--- src/dbg_pkg.sv ---
package dbg_pkg;

  // Stage index order is spmm, dmvm, sm, aggr (0 to 3).
  localparam int DBG_NUM_STAGES = 4;
  localparam int DBG_CNT_W      = 8;
  localparam int DBG_FLAGS_W    = 2 * DBG_NUM_STAGES;
  localparam int DBG_COUNTS_W   = DBG_NUM_STAGES * DBG_CNT_W;

  // Memory stream widths.
  localparam int DBG_WH_ADDR_W   = 14;
  localparam int DBG_PE_DATA_W   = 12;
  localparam int DBG_FEAT_ADDR_W = 16;
  localparam int DBG_FEAT_DATA_W = 32;

  // APB slave port.
  localparam int DBG_APB_ADDR_W = 8;
  localparam int DBG_APB_DATA_W = 32;

  // Register map, byte offsets.
  localparam logic [DBG_APB_ADDR_W-1:0] REG_ID         = 8'h00;
  localparam logic [DBG_APB_ADDR_W-1:0] REG_FLAGS      = 8'h04;
  localparam logic [DBG_APB_ADDR_W-1:0] REG_CTRL       = 8'h08;
  localparam logic [DBG_APB_ADDR_W-1:0] REG_WH_MATCH   = 8'h0C;
  localparam logic [DBG_APB_ADDR_W-1:0] REG_FEAT_MATCH = 8'h10;
  localparam logic [DBG_APB_ADDR_W-1:0] REG_HITS       = 8'h14;
  localparam logic [DBG_APB_ADDR_W-1:0] REG_WH_DATA    = 8'h18;
  localparam logic [DBG_APB_ADDR_W-1:0] REG_FEAT_DATA  = 8'h1C;
  localparam logic [DBG_APB_ADDR_W-1:0] REG_COUNTS     = 8'h20;

  // Bit positions in REG_CTRL and REG_HITS.
  localparam int CTRL_CLEAR_BIT = 0;
  localparam int HITS_WH_BIT    = 0;
  localparam int HITS_FEAT_BIT  = 1;

  // Fixed identification word returned by REG_ID.
  localparam logic [DBG_APB_DATA_W-1:0] DBG_ID_VALUE = 32'h6A7D_0B51;

endpackage

--- src/stage_monitor.sv ---
`timescale 1ns/1ns

module stage_monitor (
  input  logic                             clk,
  input  logic                             rst_n,
  input  logic                             clear_i,
  input  logic [dbg_pkg::DBG_NUM_STAGES-1:0] vld_i,
  input  logic [dbg_pkg::DBG_NUM_STAGES-1:0] rdy_i,
  output logic [dbg_pkg::DBG_FLAGS_W-1:0]    flags_o,
  output logic [dbg_pkg::DBG_COUNTS_W-1:0]   counts_o
);

  logic [dbg_pkg::DBG_NUM_STAGES-1:0] vld_seen_q;
  logic [dbg_pkg::DBG_NUM_STAGES-1:0] rdy_seen_q;

  // Sticky flags. A clear in the same cycle wins over a new event.
  always_ff @(posedge clk or negedge rst_n) begin
    if (!rst_n) begin
      vld_seen_q <= '0;
      rdy_seen_q <= '0;
    end else if (clear_i) begin
      vld_seen_q <= '0;
      rdy_seen_q <= '0;
    end else begin
      vld_seen_q <= vld_seen_q | vld_i;
      rdy_seen_q <= rdy_seen_q | rdy_i;
    end
  end

  for (genvar i = 0; i < dbg_pkg::DBG_NUM_STAGES; i++) begin : g_stage
    // Stage 0 lands in the top flag pair so that spmm reads MSB first.
    localparam int FLAG_RDY = 2 * (dbg_pkg::DBG_NUM_STAGES - 1 - i);

    logic [dbg_pkg::DBG_CNT_W-1:0] cnt_q;
    logic                          handshake;

    assign handshake = vld_i[i] & rdy_i[i];

    // Saturating count of completed transfers.
    always_ff @(posedge clk or negedge rst_n) begin
      if (!rst_n) begin
        cnt_q <= '0;
      end else if (clear_i) begin
        cnt_q <= '0;
      end else if (handshake && (cnt_q != '1)) begin
        cnt_q <= cnt_q + 1'b1;
      end
    end

    assign flags_o[FLAG_RDY + 1] = vld_seen_q[i];
    assign flags_o[FLAG_RDY]     = rdy_seen_q[i];
    assign counts_o[i*dbg_pkg::DBG_CNT_W +: dbg_pkg::DBG_CNT_W] = cnt_q;
  end

endmodule

--- src/sample_capture.sv ---
`timescale 1ns/1ns

module sample_capture #(
  parameter type addr_t = logic [7:0],
  parameter type data_t = logic [7:0]
) (
  input  logic  clk,
  input  logic  rst_n,
  input  logic  clear_i,
  input  logic  strobe_i,
  input  addr_t addr_i,
  input  data_t data_i,
  input  addr_t match_i,
  output data_t data_o,
  output logic  hit_o
);

  logic  match;
  data_t data_q;
  logic  hit_q;

  assign match = strobe_i && (addr_i == match_i);

  // The last matching beat is kept, earlier ones are overwritten.
  always_ff @(posedge clk or negedge rst_n) begin
    if (!rst_n) begin
      data_q <= '0;
      hit_q  <= 1'b0;
    end else if (clear_i) begin
      data_q <= '0;
      hit_q  <= 1'b0;
    end else if (match) begin
      data_q <= data_i;
      hit_q  <= 1'b1;
    end
  end

  assign data_o = data_q;
  assign hit_o  = hit_q;

endmodule

--- src/dbg_apb_regs.sv ---
`timescale 1ns/1ns

module dbg_apb_regs (
  input  logic                               clk,
  input  logic                               rst_n,
  input  logic [dbg_pkg::DBG_APB_ADDR_W-1:0]  paddr_i,
  input  logic                               psel_i,
  input  logic                               penable_i,
  input  logic                               pwrite_i,
  input  logic [dbg_pkg::DBG_APB_DATA_W-1:0]  pwdata_i,
  output logic [dbg_pkg::DBG_APB_DATA_W-1:0]  prdata_o,
  output logic                               pready_o,
  output logic                               pslverr_o,
  input  logic [dbg_pkg::DBG_FLAGS_W-1:0]     flags_i,
  input  logic [dbg_pkg::DBG_COUNTS_W-1:0]    counts_i,
  input  logic [dbg_pkg::DBG_PE_DATA_W-1:0]   wh_data_i,
  input  logic                               wh_hit_i,
  input  logic [dbg_pkg::DBG_FEAT_DATA_W-1:0] feat_data_i,
  input  logic                               feat_hit_i,
  output logic                               clear_o,
  output logic [dbg_pkg::DBG_WH_ADDR_W-1:0]   wh_match_o,
  output logic [dbg_pkg::DBG_FEAT_ADDR_W-1:0] feat_match_o
);

  logic                               access;
  logic                               mapped;
  logic                               writable;
  logic                               wr_ok;
  logic [dbg_pkg::DBG_APB_DATA_W-1:0]  rdata;
  logic                               clear_q;
  logic [dbg_pkg::DBG_WH_ADDR_W-1:0]   wh_match_q;
  logic [dbg_pkg::DBG_FEAT_ADDR_W-1:0] feat_match_q;

  assign access = psel_i & penable_i;  // No wait states, so every access cycle completes.

  always_comb begin
    mapped   = 1'b1;
    writable = 1'b0;
    case (paddr_i)
      dbg_pkg::REG_ID, dbg_pkg::REG_FLAGS, dbg_pkg::REG_HITS,
      dbg_pkg::REG_WH_DATA, dbg_pkg::REG_FEAT_DATA, dbg_pkg::REG_COUNTS: writable = 1'b0;
      dbg_pkg::REG_CTRL, dbg_pkg::REG_WH_MATCH, dbg_pkg::REG_FEAT_MATCH: writable = 1'b1;
      default: mapped = 1'b0;
    endcase
  end

  assign wr_ok = access && pwrite_i && writable;

  always_ff @(posedge clk or negedge rst_n) begin
    if (!rst_n) begin
      wh_match_q   <= '0;
      feat_match_q <= '0;
      clear_q      <= 1'b0;
    end else begin
      // The clear request becomes a one-cycle pulse after the write.
      clear_q <= wr_ok && (paddr_i == dbg_pkg::REG_CTRL) && pwdata_i[dbg_pkg::CTRL_CLEAR_BIT];
      if (wr_ok && (paddr_i == dbg_pkg::REG_WH_MATCH)) begin
        wh_match_q <= pwdata_i[dbg_pkg::DBG_WH_ADDR_W-1:0];
      end
      if (wr_ok && (paddr_i == dbg_pkg::REG_FEAT_MATCH)) begin
        feat_match_q <= pwdata_i[dbg_pkg::DBG_FEAT_ADDR_W-1:0];
      end
    end
  end

  // Unmapped offsets and the write-only CTRL register read as zero.
  always_comb begin
    rdata = '0;
    case (paddr_i)
      dbg_pkg::REG_ID:         rdata = dbg_pkg::DBG_ID_VALUE;
      dbg_pkg::REG_FLAGS:      rdata[dbg_pkg::DBG_FLAGS_W-1:0] = flags_i;
      dbg_pkg::REG_WH_MATCH:   rdata[dbg_pkg::DBG_WH_ADDR_W-1:0] = wh_match_q;
      dbg_pkg::REG_FEAT_MATCH: rdata[dbg_pkg::DBG_FEAT_ADDR_W-1:0] = feat_match_q;
      dbg_pkg::REG_HITS: begin
        rdata[dbg_pkg::HITS_WH_BIT]   = wh_hit_i;
        rdata[dbg_pkg::HITS_FEAT_BIT] = feat_hit_i;
      end
      dbg_pkg::REG_WH_DATA:    rdata[dbg_pkg::DBG_PE_DATA_W-1:0] = wh_data_i;
      dbg_pkg::REG_FEAT_DATA:  rdata[dbg_pkg::DBG_FEAT_DATA_W-1:0] = feat_data_i;
      dbg_pkg::REG_COUNTS:     rdata[dbg_pkg::DBG_COUNTS_W-1:0] = counts_i;
      default:                 rdata = '0;
    endcase
  end

  assign prdata_o  = (access && !pwrite_i) ? rdata : '0;
  assign pready_o  = 1'b1;
  assign pslverr_o = access && (!mapped || (pwrite_i && !writable));

  assign clear_o      = clear_q;
  assign wh_match_o   = wh_match_q;
  assign feat_match_o = feat_match_q;

endmodule

--- src/dbg_top.sv ---
`timescale 1ns/1ns

module dbg_top (
  input  logic                               clk,
  input  logic                               rst_n,
  input  logic [dbg_pkg::DBG_APB_ADDR_W-1:0]  paddr_i,
  input  logic                               psel_i,
  input  logic                               penable_i,
  input  logic                               pwrite_i,
  input  logic [dbg_pkg::DBG_APB_DATA_W-1:0]  pwdata_i,
  output logic [dbg_pkg::DBG_APB_DATA_W-1:0]  prdata_o,
  output logic                               pready_o,
  output logic                               pslverr_o,
  input  logic                               spmm_vld_i,
  input  logic                               spmm_rdy_i,
  input  logic                               dmvm_vld_i,
  input  logic                               dmvm_rdy_i,
  input  logic                               sm_vld_i,
  input  logic                               sm_rdy_i,
  input  logic                               aggr_vld_i,
  input  logic                               aggr_rdy_i,
  input  logic [dbg_pkg::DBG_WH_ADDR_W-1:0]   wh_addr_i,
  input  logic [dbg_pkg::DBG_PE_DATA_W-1:0]   pe_data_i,
  input  logic [dbg_pkg::DBG_FEAT_ADDR_W-1:0] feat_addr_i,
  input  logic [dbg_pkg::DBG_FEAT_DATA_W-1:0] feat_data_i,
  input  logic                               feat_en_i
);

  logic                               clear;
  logic [dbg_pkg::DBG_FLAGS_W-1:0]     flags;
  logic [dbg_pkg::DBG_COUNTS_W-1:0]    counts;
  logic [dbg_pkg::DBG_WH_ADDR_W-1:0]   wh_match;
  logic [dbg_pkg::DBG_FEAT_ADDR_W-1:0] feat_match;
  logic [dbg_pkg::DBG_PE_DATA_W-1:0]   wh_data;
  logic                               wh_hit;
  logic [dbg_pkg::DBG_FEAT_DATA_W-1:0] feat_data;
  logic                               feat_hit;

  stage_monitor u_stage_monitor (
    .clk      (clk),
    .rst_n    (rst_n),
    .clear_i  (clear),
    .vld_i    ({aggr_vld_i, sm_vld_i, dmvm_vld_i, spmm_vld_i}),
    .rdy_i    ({aggr_rdy_i, sm_rdy_i, dmvm_rdy_i, spmm_rdy_i}),
    .flags_o  (flags),
    .counts_o (counts)
  );

  // PE results are taken whenever the spmm stage accepts.
  sample_capture #(
    .addr_t (logic [dbg_pkg::DBG_WH_ADDR_W-1:0]),
    .data_t (logic [dbg_pkg::DBG_PE_DATA_W-1:0])
  ) u_wh_capture (
    .clk      (clk),
    .rst_n    (rst_n),
    .clear_i  (clear),
    .strobe_i (spmm_rdy_i),
    .addr_i   (wh_addr_i),
    .data_i   (pe_data_i),
    .match_i  (wh_match),
    .data_o   (wh_data),
    .hit_o    (wh_hit)
  );

  sample_capture #(
    .addr_t (logic [dbg_pkg::DBG_FEAT_ADDR_W-1:0]),
    .data_t (logic [dbg_pkg::DBG_FEAT_DATA_W-1:0])
  ) u_feat_capture (
    .clk      (clk),
    .rst_n    (rst_n),
    .clear_i  (clear),
    .strobe_i (feat_en_i),
    .addr_i   (feat_addr_i),
    .data_i   (feat_data_i),
    .match_i  (feat_match),
    .data_o   (feat_data),
    .hit_o    (feat_hit)
  );

  dbg_apb_regs u_apb_regs (
    .clk          (clk),
    .rst_n        (rst_n),
    .paddr_i      (paddr_i),
    .psel_i       (psel_i),
    .penable_i    (penable_i),
    .pwrite_i     (pwrite_i),
    .pwdata_i     (pwdata_i),
    .prdata_o     (prdata_o),
    .pready_o     (pready_o),
    .pslverr_o    (pslverr_o),
    .flags_i      (flags),
    .counts_i     (counts),
    .wh_data_i    (wh_data),
    .wh_hit_i     (wh_hit),
    .feat_data_i  (feat_data),
    .feat_hit_i   (feat_hit),
    .clear_o      (clear),
    .wh_match_o   (wh_match),
    .feat_match_o (feat_match)
  );

endmodule

--- config.mk ---
export PLATFORM = sky130hd
export DESIGN_NAME = dbg_top
export DESIGN_NICKNAME = d
export VERILOG_FILES = /design/src/dbg_pkg.sv /design/src/stage_monitor.sv /design/src/sample_capture.sv /design/src/dbg_apb_regs.sv /design/src/dbg_top.sv
export SDC_FILE = /design/constraint.sdc
export NUM_CORES = 1
export LEC_CHECK = 0
export BUFFER_PORTS_ARGS = -buffer_cell sky130_fd_sc_hd__buf_2
export CAP_MARGIN = 20
export CORE_UTILIZATION = 36
export CTS_BUF_LIST = sky130_fd_sc_hd__clkbuf_4
export DETAILED_ROUTE_END_ITERATION = 10
export GPL_ROUTABILITY_DRIVEN = 1
export GPL_TIMING_DRIVEN = 0
export PLACE_DENSITY = 0.54
export SLEW_MARGIN = 5
export SYNTH_ARGS = -nofsm -noshare
export SYNTH_HDL_FRONTEND = slang
export SYNTH_SLANG_ARGS = --single-unit
export TNS_END_PERCENT = 100
--- constraint.sdc ---
create_clock -name clk -period 3 [get_ports clk]
set_clock_uncertainty 0.15 [all_clocks]
set_input_delay 0.3 -clock clk [delete_from_list [all_inputs] [get_ports clk]]
set_output_delay 0.3 -clock clk [all_outputs]
set_load 0.1 [all_outputs]
=== After elaboration in Yosys (flattened, before gate mapping) ===
Cells that the tools add are included.

* Bits in writable memories: 0
* Bits in latches: 0
* Memory bits (read-only): 0
* Memories kept: 0
* Register bits: 117
* Word-level logic and storage cells: 93
* Output and inout bits: 34

* Bitwise logic cells: 7
* Multiply operators: 0
* Div/mod/pow operators: 0
* Shift-type cells: 0
* Eq/ne operators: 14
* Reductions and logical operators: 28
* Multiplexer cells: 27
* Order comparisons: 0
* Add/subtract/negate cells: 4

{| class="wikitable"
|+ Operators by type and width
! operator !! number
|-
| $mux W32 || 3
|-
| $mux W8 || 8
|-
| $pmux W16 S3 || 1
|-
| $pmux W6 S7 || 1
|-
| $add A8 B1 Y8 const B || 4
|-
| $eq A8 B5 Y1 const B || 4
|-
| $ne A8 B8 Y1 const B || 4
|-
| $mux W12 || 2
|-
| $pmux W4 S6 || 1
|-
| $eq A16 B16 Y1 || 1
|-
| $eq A8 B4 Y1 const B || 2
|-
| $pmux W2 S8 || 1
|-
| $logic_and A1 B1 Y1 || 15
|-
| $eq A14 B14 Y1 || 1
|-
| $reduce_bool A2 Y1 || 6
|-
| $reduce_or A9 Y1 || 1
|-
| $eq A8 B3 Y1 const B || 1
|-
| $eq A8 B6 Y1 const B || 1
|-
| $logic_not A8 Y1 || 1
|-
| $mux W4 || 2
|-
| $or A4 B4 Y4 || 2
|-
| $pmux W2 S4 || 1
|-
| $mux W1 || 6
|-
| $pmux W2 S3 || 1
|-
| other kinds (4) || 10
|}

=== Depth between registers and ports, before layout ===
* Depth in word-level cells: 7
* Depth in mapped cells: 7
* Mapped depth without buffers: 6

=== Modules after synthesis ===
A second synthesis with hierarchy kept.

* Cell total of the unflattened synthesis: 736
* Area, all modules: 7,038.0 um2

{| class="wikitable"
|+ Modules (own cells, without submodules)
! module !! area an instance (um2) !! cells an instance !! times used
|-
| dbg_apb_regs || 2,575.0 || 284 || 1
|-
| stage_monitor || 2,011.9 || 207 || 1
|-
| sample_capture (u_feat_capture) || 1,659.1 || 173 || 1
|-
| sample_capture (u_wh_capture) || 792.0 || 72 || 1
|}

=== Worst setup path before layout ===
No wires, ideal clock.

* Kind: input to output
* From: input port paddr_i[5] (netlist bit)
* To: output port prdata_o[10] (netlist bit)
* Stages: 7
* Buffers on the path: 2
* Slack: -888 ps
* Data required time: 2,550 ps
* Arrival time: 3,438 ps
* Cells stage by stage: buf_2 -> nor4b_2 -> buf_4 -> a22oi_1 -> mux2i_1 -> a22oi_1 -> nor3b_1

* Word-level cells in the longest chain between the ends: 3
* Elaborated cells on any way between the ends: 8
* Those cells by class: eq/ne: 5; mux: 2; reduce/logical: 1

{| class="wikitable"
|+ Ends and longest elaborated chain
! what !! RTL line !! RTL
|-
| from (decl) || dbg_top.sv:6 || <nowiki>input logic [dbg_pkg::DBG_APB_ADDR_W-1:0] paddr_i,</nowiki>
|-
| $eq A8 B6 Y1, or another cell as far along || dbg_apb_regs.sv:69 || <nowiki>case (paddr_i)</nowiki>
|-
| $pmux W4 S6 (*) || dbg_apb_regs.sv:69 ||
|-
| $mux W32 (*) || dbg_apb_regs.sv:85 || <nowiki>assign prdata_o = (access && !pwrite_i) ? rdata : '0;</nowiki>
|-
| to (decl) || dbg_top.sv:11 || <nowiki>output logic [dbg_pkg::DBG_APB_DATA_W-1:0] prdata_o,</nowiki>
|}

Every way passes the cells marked *; elsewhere a longest branch is shown, timed or not.

=== Worst setup path in the final report ===
* From: input port paddr_i[4] (netlist bit)
* To: output port prdata_o[4] (netlist bit)

* Word-level cells in the longest chain between the ends: 3
* Elaborated cells on any way between the ends: 9
* Those cells by class: eq/ne: 6; mux: 2; reduce/logical: 1

{| class="wikitable"
|+ Ends and longest elaborated chain
! what !! RTL line
|-
| $eq A8 B6 Y1, or another cell as far along || dbg_apb_regs.sv:69
|-
| $pmux W6 S7 (*) || dbg_apb_regs.sv:69
|-
| $mux W32 (*) || dbg_apb_regs.sv:85
|}

Marked as above.

==> results by group <==
Status
  • Outcome: finished clean

Synth
  • Async set-reset flop share out of synthesis: 1.00
  • Syn_nets: 797
  • #FFs+latches synth: 117
  • Synth Flop Type: dfrtp_1
  • Cell Area, Synth: around 0.0065 sq mm
  • Yosys warning total: 0
  • EDFF count, synth: 0
  • Register area share after synthesis: 0.452
  • Avg Inst Size Synth: 9.74 sq um
  • Mapped Cells: around 670
  • Synth unique cells: 55

Cells and area
  • Area delta synth->final: 32.5%
  • Final std cell area, no fill: 0.00858 sq mm
  • # fillers: 1,691
  • Layout cells sized above 1: 0.266
  • Nets: 1,028

Floorplan
  • Initial Util: 0.372
  • Core area: about 0.017 sq mm
  • FP Rows: 48
  • Die area: roughly 0.019 sq mm
  • I/O Pins: 162
  • Die width: 136 um
  • Die height: 136 um

Routing
  • Antenna viol nets, final: 0
  • Residual DRC: 0
  • Met2 WL: 10,600 um
  • Routed len/inst: slightly below 20 um
  • Routed vias/inst: about 5.4
  • Via count: 6,160
  • WL met3: around 1300 um
  • Initial DRT Pass Iterations: 6
  • Routed WL: about 22,000 um
  • DR iter-0 viols: 459
  • Post-Route M1 WL: 9940 um
  • Max Used Layer: met4

Placed design
  • Gpl congestion: around 0.90
  • PortBufs: 141
  • Placed cell area: 0.00759 sq mm
  • Final HPWL DP: 16,600 um

Global routing
  • Global-route wire length before repair: 34,000 um
  • Total grt overflow: 0
  • Vias in the first global route: 6,064
  • GRT Total Usage: 0.251
  • Largest net degree at the start of global routing: 88
  • Initial antenna violation count: 1

STA
  • Least-Margin Pin Slew: 934 ps
  • RSZ-0062 raised after global routing: false
  • Final hold vios: 0
  • Final hold slack: slightly above 40 ps
  • Min cycle time layout: 2940 ps
  • Fin. max-slew vios: 0
  • Period Utilization, post-route: 0.979
  • Fmax: 0.340 GHz
  • Slew HR: 0.377
  • Setup violators final: 0

Worst setup path
  • CP max FO: 8
  • Critical path type: in2out
  • Reg2Reg Setup Slack: 340 ps
  • CP Data Required Time: 2550 ps
  • Crit path capture type: output pin
  • Arr. time, crit path: 2490 ps
  • Critical path launch point type: input pin

Clock tree
  • Post-CTS Setup Inserts: 0
  • Total clock buffers created by CTS: 17
  • Clk buf depth: 2
  • Clk_lat worst skew: 550 ps
  • CTS tree: yes
  • H-tree depth: 4
  • Clock transition at the registers of the reported paths: about 110 ps
  • Root Driver: clkbuf_4
  • Clock Sinks: between 100 and 150

Power and ir drop
  • Power Dens Cells: 434 mW/mm^2
  • Leakage power: 0.00382 uW
  • Max VDD drop: between 200 and 250 uV

Worst hold path
  • Hold/Removal Path Class: in2async

Run
  • Max_cap viols: 0
## layer usage
metal / vias up / GRT usage
li1: 2859 / -
met1: 3047 / 0.344
met2: 224 / 0.399
met3: 30 / 0.0485
met4: 0 / 0.0728
met5: - / 0
## power breakdown
part           total, uW  switching [uW]  internal, uW
Combinational        674             350           323
Clock               1110             614           493
Sequential          1950             220          1730
## cells in the final DEF (no fill, tap or decap), types with 9 or more instances in the layout
cell type,count
mux2i_1,22
a21oi_2,15
buf_2,147
clkbuf_1,22
a22oi_1,20
nor3_1,9
xnor2_1,32
nand3_1,49
dlygate4sd3_1,70
a21oi_1,46
o21ai_0,22
xor2_1,21
nor2_2,13
nor2_1,69
o21ai_1,18
nand2_1,21
mux2_1,31
a222oi_1,10
clkbuf_4,23
dfrtp_1,117
## stage by stage
stage	util	instances	power (uW)	setup TNS (ps)	setup slack [ps]
final	0.493	1135	3730	0	62.1
after global routing	0.493	1135	3930	0	0.415
after CTS	0.491	1134	3750	0	0.298
after detailed placement	0.436	1032	2560	-1060	-237
after global placement	0.434	1031	2530	-7670	-241
after floorplan	-	665	2280	-764	-258
## worst paths after layout
kind	startpoint	end	cells after the start
max in group asynchronous	rst_n	u_stage_monitor.g_stage[2].cnt_q[0]	3
worst max register to register	u_apb_regs.feat_match_o[4]	u_feat_capture.data_o[20]	6
worst min register to register	u_stage_monitor.rdy_seen_q[0]	u_stage_monitor.rdy_seen_q[0]	2
min in group clk	psel_i	u_apb_regs.clear_o	3
worst min-delay path	rst_n	u_apb_regs.feat_match_o[14]	2
worst max-delay path	paddr_i[4]	prdata_o[4]	7
## area by class of cell
class	instances	area, sq um	area share
well taps	225	282	0.0328
plain buffers	47	236	0.0276
clock buffers	19	143	0.0166
multi-input cells	493	3390	0.395
repair buffers	212	1450	0.169
diodes	1	2.50	0.000292
inverters	8	30.0	0.00350
flip-flops and latches	117	2930	0.341
clock inverters	13	115	0.0134
## sequential cells by signal (all words and copies together), names as in the netlist
| register | flops |
|---|---|
| u_wh_capture.hit_o | 1 |
| u_apb_regs.feat_match_o | 16 |
| u_apb_regs.clear_o | 1 |
| u_apb_regs.wh_match_o | 14 |
| u_feat_capture.hit_o | 1 |
| u_stage_monitor.g_stage.cnt_q | 32 |
| u_feat_capture.data_o | 32 |
| u_stage_monitor.vld_seen_q | 4 |
| u_wh_capture.data_o | 12 |
| u_stage_monitor.rdy_seen_q | 4 |
## critical path: stages
cell      delay, ps
buf_2           170
nor3_4          390
nand3_1         330
nor2_4          300
o21bai_1        300
a21oi_1         300
clkbuf_4        390
## Yosys cell counts, types with 8 or more instances
| master | instances | area, sq um |
|---|---|---|
| nand3_1 | 49 | 245 |
| dfrtp_1 | 117 | 2930 |
| buf_2 | 12 | 60.1 |
| o21ai_1 | 18 | 90.1 |
| nand2_1 | 22 | 82.6 |
| a21oi_1 | 61 | 305 |
| o21ai_0 | 22 | 110 |
| inv_1 | 8 | 30.0 |
| xnor2_1 | 32 | 280 |
| a222oi_1 | 10 | 100 |
| mux2_1 | 31 | 349 |
| nor2_1 | 83 | 312 |
| clkbuf_1 | 22 | 82.6 |
| nor3_1 | 10 | 50.1 |
| xor2_1 | 21 | 184 |
| mux2i_1 | 22 | 220 |
| a22oi_1 | 20 | 150 |
## kinds of logic (layout without fill, tap and decap cells)
group                    Yosys count  in the layout  share of synthesized area
XOR/XNOR                          53             53                     0.0717
buffers and inverters             55            299                     0.0412
other                              1              2                   0.000579
adder cells (fa/ha/maj)            4              4                    0.00773
flip-flops                       117            117                      0.452
multiplexers                      58             58                     0.0984
AND/OR/NAND/NOR                  219            219                      0.173
AO/OA/AOI/OAI                    158            158                      0.155
## what timing repair did
item / in CTS / in global routing
setup endpoints to repair: 6 / 6
gates resized for setup: 2 / 6
hold endpoints to repair: 200 / 0
hold buffers: 70 / 0
Note: power is estimated with default switching activity, not from simulation.
